<file path="src/hdl/cclut_pkg.sv">
package cclut_pkg;

  // ----------------------------------------
  // field widths and chamber geometry
  // ----------------------------------------
  localparam int mx_hs_w     = 8;
  // half-strips per chamber
  localparam int mx_hs_count = 224;
  localparam int mx_pid_w    = 4;
  // comparator code, also rom address
  localparam int mx_ccode_w  = 12;
  localparam int mx_bend_w   = 5;
  // bend magnitude, sign sits above it
  localparam int mx_mag_w    = 4;
  localparam int mx_offs_w   = 4;
  // lookup word: offset 8..5, bend 4..0
  localparam int mx_dat_w    = mx_offs_w + mx_bend_w;
  localparam int mx_rom_depth = 1 << mx_ccode_w;

  // eighth-strip position
  localparam int mx_es_w = 10;
  localparam int es_max  = 4 * mx_hs_count - 1;

  localparam int n_layers  = 6;
  localparam int n_pids    = 5;
  // offset code meaning no shift
  localparam int offs_zero = 7;

  // ----------------------------------------
  // pattern ids and bend bases
  // ----------------------------------------
  localparam logic [mx_pid_w-1:0] pid_pat0 = 4'd0;
  localparam logic [mx_pid_w-1:0] pid_pat1 = 4'd1;
  localparam logic [mx_pid_w-1:0] pid_pat2 = 4'd2;
  localparam logic [mx_pid_w-1:0] pid_pat3 = 4'd3;
  localparam logic [mx_pid_w-1:0] pid_pat4 = 4'd4;

  localparam int base_straight = 0;
  localparam int base_mid      = 4;
  localparam int base_wide     = 8;
  localparam int bend_mag_max  = 15;

  // fit rule for one rom word, pid and comparator code in
  function automatic logic [mx_dat_w-1:0] cclut_entry(
    input logic [mx_pid_w-1:0]   pid,
    input logic [mx_ccode_w-1:0] ccode
  );
    int c;
    int pos;
    int sum;
    int pos_first;
    int pos_last;
    int base;
    int mag;
    logic sign;
    sum = 0;
    pos_first = 0;
    pos_last = 0;
    for (int l = 0; l < n_layers; l++) begin
      c = int'(ccode[2*l +: 2]);
      // hit layers sit at c-2, missing layers at 0
      pos = (c != 0) ? c - 2 : 0;
      sum += pos;
      if (l == 0) pos_first = pos;
      if (l == n_layers - 1) pos_last = pos;
    end
    case (pid)
      pid_pat4: base = base_straight;
      pid_pat3, pid_pat2: base = base_mid;
      default: base = base_wide;
    endcase
    // lever arm from first to last layer
    mag = base + ((pos_last > pos_first) ? pos_last - pos_first : pos_first - pos_last);
    if (mag > bend_mag_max) mag = bend_mag_max;
    sign = (pid == pid_pat3) || (pid == pid_pat1);
    cclut_entry = {mx_offs_w'(offs_zero + sum), sign, mx_mag_w'(mag)};
  endfunction

endpackage

</file>
<file path="src/hdl/clct_if.sv">
`timescale 1ns/1ps

interface clct_if
  import cclut_pkg::*;
();

  // one candidate from the pattern finder
  logic                  valid;
  logic [mx_hs_w-1:0]    key_hs;
  logic [mx_pid_w-1:0]   pid;
  logic [mx_ccode_w-1:0] ccode;

  // lookup side only needs pattern and code
  modport lookup (
    input pid,
    input ccode
  );

  // refine side takes strobe and key position
  modport refine (
    input valid,
    input key_hs
  );

endinterface

</file>
<file path="src/hdl/clct_position_refine.sv">
`timescale 1ns/1ps

module clct_position_refine
  import cclut_pkg::*;
(
  input  logic                 clock,
  input  logic                 rst,
  clct_if.refine               cand,
  input  logic [mx_bend_w-1:0] bend,
  input  logic [mx_offs_w-1:0] offs,
  input  logic                 match,
  output logic                 out_valid,
  output logic [mx_hs_w-1:0]   out_key_hs,
  output logic                 out_qs,
  output logic                 out_es
  ,
  output logic [mx_bend_w-1:0] out_bend
);

  // signed eighth-strip sum, two spare bits
  logic signed [mx_es_w+1:0] es_raw;
  // clamped position inside the chamber
  logic [mx_es_w-1:0]        es_pos;

  // ----------------------------------------
  // offset applied at eighth-strip scale
  // ----------------------------------------
  always_comb begin
    // 4*key_hs + offs - 7
    es_raw = $signed({2'b00, cand.key_hs, 2'b00})
           + $signed({{(mx_es_w+2-mx_offs_w){1'b0}}, offs})
           - $signed((mx_es_w+2)'(offs_zero));
    // clamp at both chamber edges
    if (es_raw < 0) begin
      es_pos = '0;
    end else if (es_raw > es_max) begin
      es_pos = mx_es_w'(es_max);
    end else begin
      es_pos = es_raw[mx_es_w-1:0];
    end
  end

  // ----------------------------------------
  // output register
  // ----------------------------------------
  always_ff @(posedge clock) begin
    if (rst) begin
      out_valid  <= 1'b0;
      out_key_hs <= '0;
      out_qs     <= 1'b0;
      out_es     <= 1'b0;
      out_bend   <= '0;
    end else begin
      // unknown pattern ids drop the candidate
      out_valid  <= cand.valid & match;
      out_key_hs <= es_pos[mx_es_w-1:2];
      out_qs     <= es_pos[1];
      out_es     <= es_pos[0];
      out_bend   <= bend;
    end
  end

endmodule

</file>
<file path="src/flat_wrapper.sv">
// flat-port wrapper written by rule: the top's interface ports become plain ports
module clct_position_refine_flat import cclut_pkg::*;
  (clock, rst, bend, offs, match, out_valid, out_key_hs, out_qs, out_es, out_bend, cand_valid, cand_key_hs);
  clct_if cand_i ();
  input  logic clock;
  input  logic rst;
  input  logic [mx_bend_w-1:0] bend;
  input  logic [mx_offs_w-1:0] offs;
  input  logic match;
  output logic out_valid;
  output logic [mx_hs_w-1:0] out_key_hs;
  output logic out_qs;
  output logic out_es;
  output logic [mx_bend_w-1:0] out_bend;
  input wire logic [$bits(cand_i.valid)-1:0] cand_valid;
  input wire logic [$bits(cand_i.key_hs)-1:0] cand_key_hs;
  assign cand_i.valid = cand_valid;
  assign cand_i.key_hs = cand_key_hs;
  clct_position_refine u_core (.clock(clock), .rst(rst), .cand(cand_i), .bend(bend), .offs(offs), .match(match), .out_valid(out_valid), .out_key_hs(out_key_hs), .out_qs(out_qs), .out_es(out_es), .out_bend(out_bend));
endmodule
</file>
<file path="config.mk">
export PLATFORM = sky130hd
export DESIGN_NAME = clct_position_refine_flat
export DESIGN_NICKNAME = d
export VERILOG_FILES = /design/src/hdl/cclut_pkg.sv /design/src/hdl/clct_if.sv /design/src/hdl/clct_position_refine.sv /design/src/flat_wrapper.sv
export SDC_FILE = /design/constraint.sdc
export NUM_CORES = 1
export LEC_CHECK = 0
export ABC_AREA = 1
export BUFFER_PORTS_ARGS = -buffer_cell sky130_fd_sc_hd__buf_2
export CAP_MARGIN = 30
export CELL_PAD_IN_SITES_DETAIL_PLACEMENT = 1
export CELL_PAD_IN_SITES_GLOBAL_PLACEMENT = 2
export CORE_UTILIZATION = 28
export CTS_CLUSTER_DIAMETER = 30
export CTS_CLUSTER_SIZE = 28
export DETAILED_ROUTE_END_ITERATION = 8
export PLACE_DENSITY_LB_ADDON = 0.1
export SYNTH_ARGS = -nofsm -noshare
export SYNTH_HDL_FRONTEND = slang
export SYNTH_SLANG_ARGS = --single-unit
</file>
<file path="constraint.sdc">
create_clock -name clock -period 5.82 [get_ports clock]
set_input_delay 1.164 -clock clock [delete_from_list [all_inputs] [get_ports clock]]
set_output_delay 1.164 -clock clock [all_outputs]
set_load 0.05 [all_outputs]
</file>
=== Word-level counts from Yosys, hierarchy flattened ===
Cells that the tools add are included.

* Register bits after elaboration: 16
* Input port bits: 21
* Output and inout bits: 16

* Add/subtract/negate cells: 2
* Magnitude comparators: 2
* Mux-type cells: 1
* Bitwise operators: 1
* Reduce and logical (&&, ||, !) cells: 2

{| class="wikitable"
|+ Operators with widths
! cell !! count
|-
| 12-bit by 11-bit > comparator with 1-bit output (second input constant) || 1
|-
| 12-bit by 1-bit less-than comparator with 1-bit output (second input constant) || 1
|-
| 11-bit by 3-bit subtractor with 12-bit output (second input constant) || 1
|-
| 10-bit by 4-bit adder with 11-bit output || 1
|-
| 10-bit 2-to-1 mux || 1
|-
| 3-bit OR reduction || 1
|-
| 2-bit OR reduction || 1
|-
| 1-bit bitwise AND || 1
|}

=== Logic depth before layout (Yosys ltp) ===
Gate-level depths: netlist of run 1.

* Word-level depth: 4
* Gate-level depth with buffers: 15
* Mapped depth without buffers: 15

=== Worst setup path before layout of run 1 ===
Ideal clock, no wire load.

* Path kind: input to register
* From: input port cand_key_hs[1]
* To: register u_core.out_es
* Arrival: 2.529 ns
* Data required time: 5.711 ns
* Setup slack: 3.182 ns
* Stages on the path: 14
* Buffers on the path: 0
* Cells stage by stage: inv_1 -> ha_1 -> inv_1 -> ha_1 -> nand3_1 -> nand2_2 -> nand2_2 -> nand2_2 -> nand2_2 -> nand3_1 -> nand2_4 -> nand3_1 -> nand2_1 -> inv_1

* Cells in the longest elaborated chain, start to end: 4
* Elaborated cells between the ends (all ways): 6
* Those cells by class: 2 x add/sub; 2 x order compare; 1 x mux; 1 x reduce/logical

{| class="wikitable"
|+ Ends and longest elaborated chain
! element !! line !! source
|-
| start: declaration || flat_wrapper.sv:16 || <nowiki>input wire logic [$bits(cand_i.key_hs)-1:0] cand_key_hs;</nowiki>
|-
| 10-bit by 4-bit adder with 11-bit output * || clct_position_refine.sv:31 || <nowiki>+ $signed({{(mx_es_w+2-mx_offs_w){1'b0}}, offs})</nowiki>
|-
| 11-bit by 3-bit subtractor with 12-bit output * || clct_position_refine.sv:32 || <nowiki>- $signed((mx_es_w+2)'(offs_zero));</nowiki>
|-
| 12-bit by 11-bit > comparator with 1-bit output or 12-bit by 1-bit less-than comparator with 1-bit output (tied branches) || clct_position_refine.sv:36, clct_position_refine.sv:34 ||
|-
| 10-bit 2-to-1 mux or 2-bit OR reduction (tied branches) || n/a ||
|-
| end signal: assignment || clct_position_refine.sv:58 || <nowiki>out_es <= es_pos[0];</nowiki>
|-
| end: declaration || clct_position_refine.sv:15 || <nowiki>output logic out_es</nowiki>
|}

Every way passes the cells marked *; elsewhere a longest branch is shown, timed or not.
A chain may end at the register's enable or synchronous reset.

=== Final worst setup path of run 1 ===
* From: input port cand_key_hs[1]
* To: register u_core.out_key_hs[6]

* Cells in the longest elaborated chain, start to end: 4
* Elaborated cells between the ends (all ways): 6
* Those cells by class: 2 x add/sub; 2 x order compare; 1 x mux; 1 x reduce/logical

{| class="wikitable"
|+ Ends and longest elaborated chain
! element !! line !! source
|-
| 10-bit by 4-bit adder with 11-bit output * || clct_position_refine.sv:31 ||
|-
| 11-bit by 3-bit subtractor with 12-bit output * || clct_position_refine.sv:32 ||
|-
| 12-bit by 11-bit > comparator with 1-bit output or 12-bit by 1-bit less-than comparator with 1-bit output (tied branches) || clct_position_refine.sv:36, clct_position_refine.sv:34 ||
|-
| 10-bit 2-to-1 mux or 2-bit OR reduction (tied branches) || n/a ||
|-
| end signal: assignment || clct_position_refine.sv:56 || <nowiki>out_key_hs <= es_pos[mx_es_w-1:2];</nowiki>
|-
| end: declaration || clct_position_refine.sv:13 || <nowiki>output logic [mx_hs_w-1:0] out_key_hs,</nowiki>
|}

Marked as above.

==> results of run 1 <==
-- cells by family (layout without fill, tap and decap cells) --
group | after synthesis | after routing | synth area share, %
compound gates | 5 | 5 | 3.22
xor+xnor | 4 | 4 | 3.10
fa+ha+maj | 14 | 14 | 15.5
buf+inv | 43 | 82 | 14.7
flops | 16 | 16 | 28.4
simple gates | 78 | 78 | 35.0
-- path summary, 6_finish.rpt --
| path | end | slack (ns) | cells after the start |
|---|---|---|---|
| worst max-delay path | u_core.out_key_hs[6] | 3.18 | 15 |
| worst min-delay path | u_core.out_bend[4] | 1.13 | 3 |
-- cells in the mapped netlist --
cell type and count:
xnor2_1 4, nand2_2 14, inv_2 1, a21oi_2 2
a21oi_1 1, nor2_1 12, clkinv_4 1, o21bai_1 1
nand3_2 2, nand2_1 32, nand3_4 1, dfxtp_1 16
ha_1 14, nand2_4 3, a31oi_1 1, inv_1 41
nand4_1 1, nand3_1 13
-- metal layers --
metal	vias to the layer above	GRT usage (%)	wire (um)
met3	2	1.56	114
met5	-	0	0
met2	23	21.3	1130
met1	468	12.3	989
met4	0	4.89	14
li1	551	-	-
-- state kept, by name, summed over array words and instances (netlist names) --
signal             count
u_core.out_key_hs      8
u_core.out_qs          1
u_core.out_es          1
u_core.out_bend        5
u_core.out_valid       1
-- metrics by stage --
stage	worst slack (ns)	instances	hold slack (ns)	utilization, %
final	3.18	247	1.13	37.4
after CTS	3.16	247	1.12	37.4
after global routing	3.01	247	1.13	37.4
after floorplan	3.18	160	1.24	-
after global placement	2.96	244	1.37	36.3
after detailed placement	2.91	244	1.38	36.3
-- cell type report --
class                           instances  area [sq um]
Inverter                               43           166
Multi-Input combinational cell        101           642
Clock buffer                            3          41.3
Timing Repair Buffer                   36           180
Fill cell                             512          2360
Sequential cell                        16           320
Tap cell                               48          60.1
-- power breakdown --
part	leakage [nW]	internal [mW]	switching (mW)
Combinational	0.714	0.0425	0.0922
Clock	0.0216	0.0456	0.0301
Sequential	0.133	0.120	0.00202
==> impl_metrics.py, run 1 <==
metrics = {
    "pwr": {
        "leakage_nw": 0.869,
        "p_total_mw": 0.332,
        "power.density_mw_per_mm2": 236,
        "ir_drop_mv": 0.0532,
    },
    "hold_path": {
        "hold_start": "bend[4]",
        "hp-class": "in -> reg",
    },
    "route": {
        "ant_nets": 0,
        "via_count": 1044,
        "drt_iter0_markers": 5,
        "drt-wirelength-per-cell_um": 9.12,
        "wl_um": 2250,
        "routed_via_density": 4.23,
        "firstDrtPassIters": 4,
        "drc": 0,
    },
    "clock_tree": {
        "cts_resized": 0,
        "clock-sinks": 16,
        "htreeDepth": 1,
        "cts_tree": "built",
        "clockRootBuffer": "clkbuf_8",
        "path_clk_slew_ns": 0.05,
        "cts_made_buffers": 3,
        "cts_buffer_depth": 2,
        "hold_buffers": 0,
        "post-cts-setup-buffers": 0,
    },
    "sta": {
        "rsz0062_at_grt": "no",
        "setup_viol": 0,
        "worstMarginPinSlew_ns": 0.252,
        "min_period_over_period_pct": 45.3,
        "hold_viol_final": 0,
        "relSlewSlack_pct": 83.3,
        "tns_ns": 0,
        "fmax_mhz": 379,
        "drv_slew": 0,
        "period_needed_ns": 2.64,
    },
    "critical_path": {
        "required_ns": 5.96,
        "critPathSlowestCell": "ha_1",
        "crit_top_cell": "nand2_2",
        "cp_max_fo": 10,
        "cp-start-kind": "input port",
        "cp_slowest_stage_delay_ns": 0.34,
        "crit_buf_inv": 4,
        "cp_cell_sequence": "buf_2, inv_1, ha_1, inv_1, ha_1, nand3_1, nand2_2, nand2_2, nand2_2, nand2_2, nand3_1, nand2_4, nand3_1, nand2_1, inv_1",
        "critPathTopFamily": "simple AND/OR/NAND/NOR gates",
        "arrival_ns": 2.77,
        "crit_path_end_kind": "flip-flop",
        "cp-startpoint": "cand_key_hs[1]",
        "crit_type": "in -> reg",
    },
    "final_layout": {
        "final_common_cell": "inv_1",
        "drive_gt1_share_pct": 31.7,
        "n_antenna_cell": 0,
        "final_nets": 236,
        "final_cell_mix": "inv_1, buf_2, nand2_1",
        "final_cell_area_sq_mm": 0.00141,
        "area_growth_pct": 24.9,
    },
    "die": {
        "initial_core_util_pct": 29.9,
        "rows": 22,
        "pin_count": 37,
        "die_w_um": 65.5,
        "core-area_sq_mm": 0.00377,
        "dieHeight_um": 65.5,
        "die_area_sq_mm": 0.00429,
    },
    "global_route": {
        "grt_pass1_wl_um": 3760,
        "antenna_found_initial": 0,
        "grt_max_degree": 11,
        "grt_overflow": 0,
        "grt_pass1_vias": 980,
        "gr-usage-all-layers_pct": 11.3,
    },
    "synth": {
        "syn_area_sq_mm": 0.00113,
        "netlist.area_leader.share_pct": 28.4,
        "yosysWarnings": 0,
        "synth_area_leader_cell": "dfxtp_1",
        "synth_cell_types": 18,
        "synth_seq_area_share_pct": 28.4,
        "synth_area_per_cell_sq_um": 7.05,
        "synth_fp_nets": 195,
        "ys_ff_latch": 16,
        "synthCells": 160,
        "synth_area_leaders": "dfxtp_1, ha_1, inv_1",
    },
    "place": {
        "post_dp_cell_area_sq_mm": 0.00137,
        "gp_congestion": 0.699,
        "numPortBuffers": 36,
        "dp_hpwl_um": 2090,
    },
    "status": {
        "outcome": "finished, final reports clean",
    },
    "job": {
        "drv_cap": 0,
    },
}
(Power assumes the default switching activity.)
==> inputs of run 2 (changes only) <==
--- a/config.mk
+++ b/config.mk
@@ -10,7 +10,7 @@
 export CAP_MARGIN = 30
 export CELL_PAD_IN_SITES_DETAIL_PLACEMENT = 1
 export CELL_PAD_IN_SITES_GLOBAL_PLACEMENT = 2
-export CORE_UTILIZATION = 28
+export CORE_UTILIZATION = 26
 export CTS_CLUSTER_DIAMETER = 30
 export CTS_CLUSTER_SIZE = 28
 export DETAILED_ROUTE_END_ITERATION = 8
==> constraint.sdc (replaced) <==
create_clock -name clock -period 2.6 [get_ports clock]
set_input_delay 0.52 -clock clock [delete_from_list [all_inputs] [get_ports clock]]
set_output_delay 0.52 -clock clock [all_outputs]
set_load 0.05 [all_outputs]
==> run 2 against run 1 <==
- critical path depth unchanged
- utilization fell by 2.8 points
- sequential power grew 120%
- wire length up 8.0%
- sequential share of layout area hardly changed
- combinational power rose by 120%
- power up 130%
- cell count rose by 0.81%
- critical path type unchanged
- critical endpoint is now u_core.out_qs
- largest cell class unchanged
==> impl_metrics.py, run 2 (synthesized netlist as in run 1, its figures left out) <==
metrics = {
    "status": {
        "outcome": "finished, final reports clean",
    },
    "route": {
        "drt_iter0_markers": 21,
        "wl_um": 2430,
        "firstDrtPassIters": 4,
        "routed_via_density": 4.10,
        "drt-wirelength-per-cell_um": 9.77,
        "ant_nets": 0,
        "drc": 0,
        "via_count": 1020,
    },
    "place": {
        "place_ws_ns": 0.338,
        "numPortBuffers": 36,
        "gp_congestion": 0.684,
        "dp_hpwl_um": 2180,
    },
    "sta": {
        "layout_setup_ws_ns": 0.620,
        "tns_ns": 0,
        "rsz0062_at_grt": "no",
        "drv_slew": 0,
        "worstMarginPinSlew_ns": 0.252,
        "relSlewSlack_pct": 83.3,
        "hold_viol_final": 0,
        "fmax_mhz": 505,
        "setup_viol": 0,
        "period_needed_ns": 1.98,
        "min_period_over_period_pct": 76.1,
    },
    "final_layout": {
        "reg.largest.list": "u_core.out_key_hs x8, u_core.out_bend x5",
        "multi_input_area_sq_um": 642,
        "final_nets": 236,
        "fillers": 532,
        "final_common_cell": "inv_1",
        "regArea_sq_um": 320,
        "n_antenna_cell": 0,
        "area_growth_pct": 25.2,
        "largest_register_ff_count": 8,
        "drive_gt1_share_pct": 31.7,
        "top_register": "u_core.out_key_hs",
        "final_cell_mix": "inv_1, buf_2, nand2_1",
    },
    "die": {
        "initial_core_util_pct": 27.6,
        "rows": 23,
        "dieHeight_um": 67.9,
        "pin_count": 37,
        "core-area_sq_mm": 0.00409,
        "die_area_sq_mm": 0.00461,
        "die_w_um": 67.9,
    },
    "clock_tree": {
        "cts_made_buffers": 3,
        "clock-sinks": 16,
        "cts_resized": 0,
        "clockRootBuffer": "clkbuf_8",
        "post-cts-setup-buffers": 0,
        "htreeDepth": 1,
        "cts_buffer_depth": 2,
        "cts_tree": "built",
        "hold_buffers": 0,
        "path_clk_slew_ns": 0.06,
    },
    "pwr": {
        "combPwrFrac_pct": 40.6,
        "ir_drop_mv": 0.130,
        "clkPwrFrac_pct": 23.0,
        "leakage_nw": 0.869,
        "p_int_mw": 0.465,
        "p_sw_share_pct": 37.7,
        "power.density_mw_per_mm2": 529,
        "p_total_mw": 0.748,
        "power_switching_mw": 0.282,
        "pwr-share-seq_pct": 36.4,
    },
    "critical_path": {
        "cp-start-kind": "input port",
        "cp_max_fo": 10,
        "cp-startpoint": "cand_key_hs[1]",
        "crit_path_end_kind": "flip-flop",
        "arrival_ns": 2.12,
        "required_ns": 2.74,
        "crit_type": "in -> reg",
    },
    "hold_path": {
        "hp-class": "in -> reg",
        "hold_start": "bend[2]",
    },
    "global_route": {
        "gr-usage-all-layers_pct": 11.9,
        "grt_pass1_vias": 1004,
        "grt_max_degree": 11,
        "grt_pass1_wl_um": 4120,
        "antenna_found_initial": 0,
        "grt_overflow": 0,
    },
    "job": {
        "drv_cap": 0,
    },
}
run 2: worst paths after layout:
kind	cells past startpoint	end	slack, ns
setup / recovery	15	u_core.out_qs	0.62
hold / removal	3	u_core.out_bend[2]	0.48
run 2: final cells by class:
cell class                 instances  share of cell area [%]
clock buffer                       3                    2.92
inverter                          43                    11.8
multi-input combinational        101                    45.4
sequential                        16                    22.7
tap                               50                    4.43
timing repair buffer              36                    12.8
run 2: critical path: stages:
cell and delay (ns):
buf_2 0.07, inv_1 0.03, ha_1 0.26, inv_1 0.04, ha_1 0.33, nand3_1 0.12
nand2_2 0.09, nand2_2 0.07, nand2_2 0.06, nand2_2 0.06, nand3_1 0.11, nand2_4 0.14
nand3_1 0.10, nand2_1 0.07, inv_1 0.04
run 2: per-layer routing:
metal  wire length, um  vias up  GRT usage (%)
li1                  -      552              -
met3                95        2           1.00
met4                27        0           5.47
met2              1190       23           21.9
met5                 0        -              0
met1              1120      443           13.7
run 2: power groups by stage:
stage	registers (mW)	clock network, mW	logic, mW
floorplan	0.357	0	0.156
global placement	0.277	0	0.305
detailed placement	0.278	0	0.309
CTS	0.273	0.179	0.310
global route	0.275	0.188	0.340
finish	0.272	0.172	0.303
run 2: metrics by stage:
stage	area [sq um]	hold WS [ns]	cells	utilization [%]
after floorplan	1130	0.591	160	-
after global placement	1370	0.723	246	33.6
after detailed placement	1370	0.734	246	33.6
after CTS	1410	0.481	249	34.6
after global routing	1410	0.485	249	34.6
final	1410	0.481	249	34.6
==> inputs of run 3 (changes only) <==
==> constraint.sdc (replaced) <==
create_clock -name clock -period 1.9 [get_ports clock]
set_input_delay 0.38 -clock clock [delete_from_list [all_inputs] [get_ports clock]]
set_output_delay 0.38 -clock clock [all_outputs]
set_load 0.05 [all_outputs]
==> run 3 against run 2 <==
- clock power grew 38%
- sequential power up 37%
- design area grew 11%
- sequential share of layout area shrank 2.3 points
- worst setup slack lost 0.50 ns
- wire length increased by 11%
- worst hold slack worse by 0.14 ns
- largest cell class unchanged
- largest power group unchanged
==> impl_metrics.py, run 3 (synthesized netlist as in run 1, its figures left out) <==
metrics = {
    "critical_path": {
        "crit_type": "in -> reg",
        "arrival_ns": 1.92,
        "cp_max_fo": 5,
        "crit_top_cell": "nand2_2",
        "cp_cell_sequence": "buf_2, inv_1, ha_1, inv_2, ha_4, nand3_2, nand2_2, nand2_2, nand2_2, nand2_2, nand2_2, nand2_4, nand2_4, nand3_1, nand2_1, inv_1",
        "critPathSlowestCell": "ha_4",
        "cp_slowest_stage_delay_ns": 0.28,
        "crit_buf_inv": 4,
        "crit_path_end_kind": "flip-flop",
        "critPathTopFamily": "simple AND/OR/NAND/NOR gates",
        "required_ns": 2.04,
        "cp-start-kind": "input port",
    },
    "final_layout": {
        "utilization_pct": 38.5,
        "largest_register_ff_count": 8,
        "final_nets": 249,
        "final_cell_mix": "inv_1, buf_2, nand2_1",
        "drive_gt1_share_pct": 40.1,
        "reg.largest.list": "u_core.out_key_hs x8, u_core.out_bend x5",
        "multi_input_area_sq_um": 711,
        "final_common_cell": "inv_1",
        "fillers": 527,
        "area_growth_pct": 39.2,
        "regArea_sq_um": 320,
        "top_register": "u_core.out_key_hs",
        "n_antenna_cell": 0,
    },
    "status": {
        "outcome": "finished, final reports clean",
    },
    "clock_tree": {
        "htreeDepth": 1,
        "clock-sinks": 16,
        "cts_made_buffers": 3,
        "cts_tree": "built",
        "clockRootBuffer": "clkbuf_8",
        "path_clk_slew_ns": 0.06,
        "cts_buffer_depth": 2,
    },
    "sta": {
        "fmax_mhz": 562,
        "rsz0062_at_grt": "yes",
        "relSlewSlack_pct": 83.3,
        "period_needed_ns": 1.78,
        "drv_slew": 0,
        "timing.hold.ws_ns": 0.341,
        "setup_viol": 0,
        "tns_ns": 0,
        "worstMarginPinSlew_ns": 0.252,
        "hold_viol_final": 0,
        "min_period_over_period_pct": 93.7,
    },
    "hold_path": {
        "hp-class": "in -> reg",
    },
    "route": {
        "wl_um": 2710,
        "drt_iter0_markers": 7,
        "drt-wirelength-per-cell_um": 10.3,
        "drc": 0,
        "via_count": 1097,
        "ant_nets": 0,
        "firstDrtPassIters": 3,
        "routed_via_density": 4.19,
    },
    "job": {
        "drv_cap": 0,
    },
    "die": {
        "die_area_sq_mm": 0.00461,
        "dieHeight_um": 67.9,
        "rows": 23,
        "core-area_sq_mm": 0.00409,
        "die_w_um": 67.9,
        "pin_count": 37,
        "initial_core_util_pct": 27.6,
    },
    "global_route": {
        "grt_max_degree": 11,
        "gr-usage-all-layers_pct": 12.2,
        "grt_pass1_vias": 1090,
        "antenna_found_initial": 0,
        "grt_overflow": 0,
        "grt_pass1_wl_um": 4320,
    },
    "place": {
        "dp_hpwl_um": 2240,
        "gp_congestion": 0.698,
        "numPortBuffers": 36,
    },
    "pwr": {
        "ir_drop_mv": 0.181,
        "leakage_nw": 0.946,
        "power.density_mw_per_mm2": 698,
    },
}
run 3: worst min-delay path: stages:
cell and delay, ns:
buf_2 0.07, inv_1 0.03, nor2_1 0.06
run 3: layout make-up:
type                       instances  share of cell area (%)
multi-input combinational        102                    45.2
clock buffer                       3                    2.63
tap                               50                    3.98
timing repair buffer              48                    17.2
inverter                          43                    10.6
sequential                        16                    20.4
run 3: metrics by stage:
stage | instance area [sq um] | cells | setup WS [ns] | power, mW
floorplan | 1130 | 160 | 0.0459 | 0.702
global placement | 1450 | 257 | -0.146 | 0.827
detailed placement | 1450 | 257 | -0.203 | 0.837
CTS | 1500 | 260 | 0.0575 | 1.08
global route | 1570 | 262 | 0.00166 | 1.17
finish | 1570 | 262 | 0.120 | 1.10
run 3: layer usage:
layer | vias to the layer above | track usage (%) | wire length (um) | share of wire [%]
li1 | 579 | - | - | -
met1 | 493 | 13.5 | 1170 | 43
met2 | 23 | 23.5 | 1410 | 52
met3 | 2 | 0.667 | 106 | 3.9
met4 | 0 | 5.47 | 21 | 0.78
met5 | - | 0 | 0 | 0
run 3: final timing paths:
| path | from | cells past startpoint | slack [ns] | end |
|---|---|---|---|---|
| min | bend[2] | 3 | 0.34 | u_core.out_bend[2] |
| max | offs[3] | 16 | 0.12 | u_core.out_key_hs[1] |
run 3: timing repair:
| item | 4_1_cts | 5_1_grt |
|---|---|---|
| hold buffers | 0 | 0 |
| resized for setup | 0 | 11 |
| buffers inserted | 0 | 1 |
| endpoints found under the hold margin | 0 | 0 |
| setup endpoints to repair | 0 | 9 |
run 3: power breakdown:
group          internal (mW)  switching [mW]
registers              0.366         0.00652
logic                  0.175           0.311
clock network          0.140          0.0978
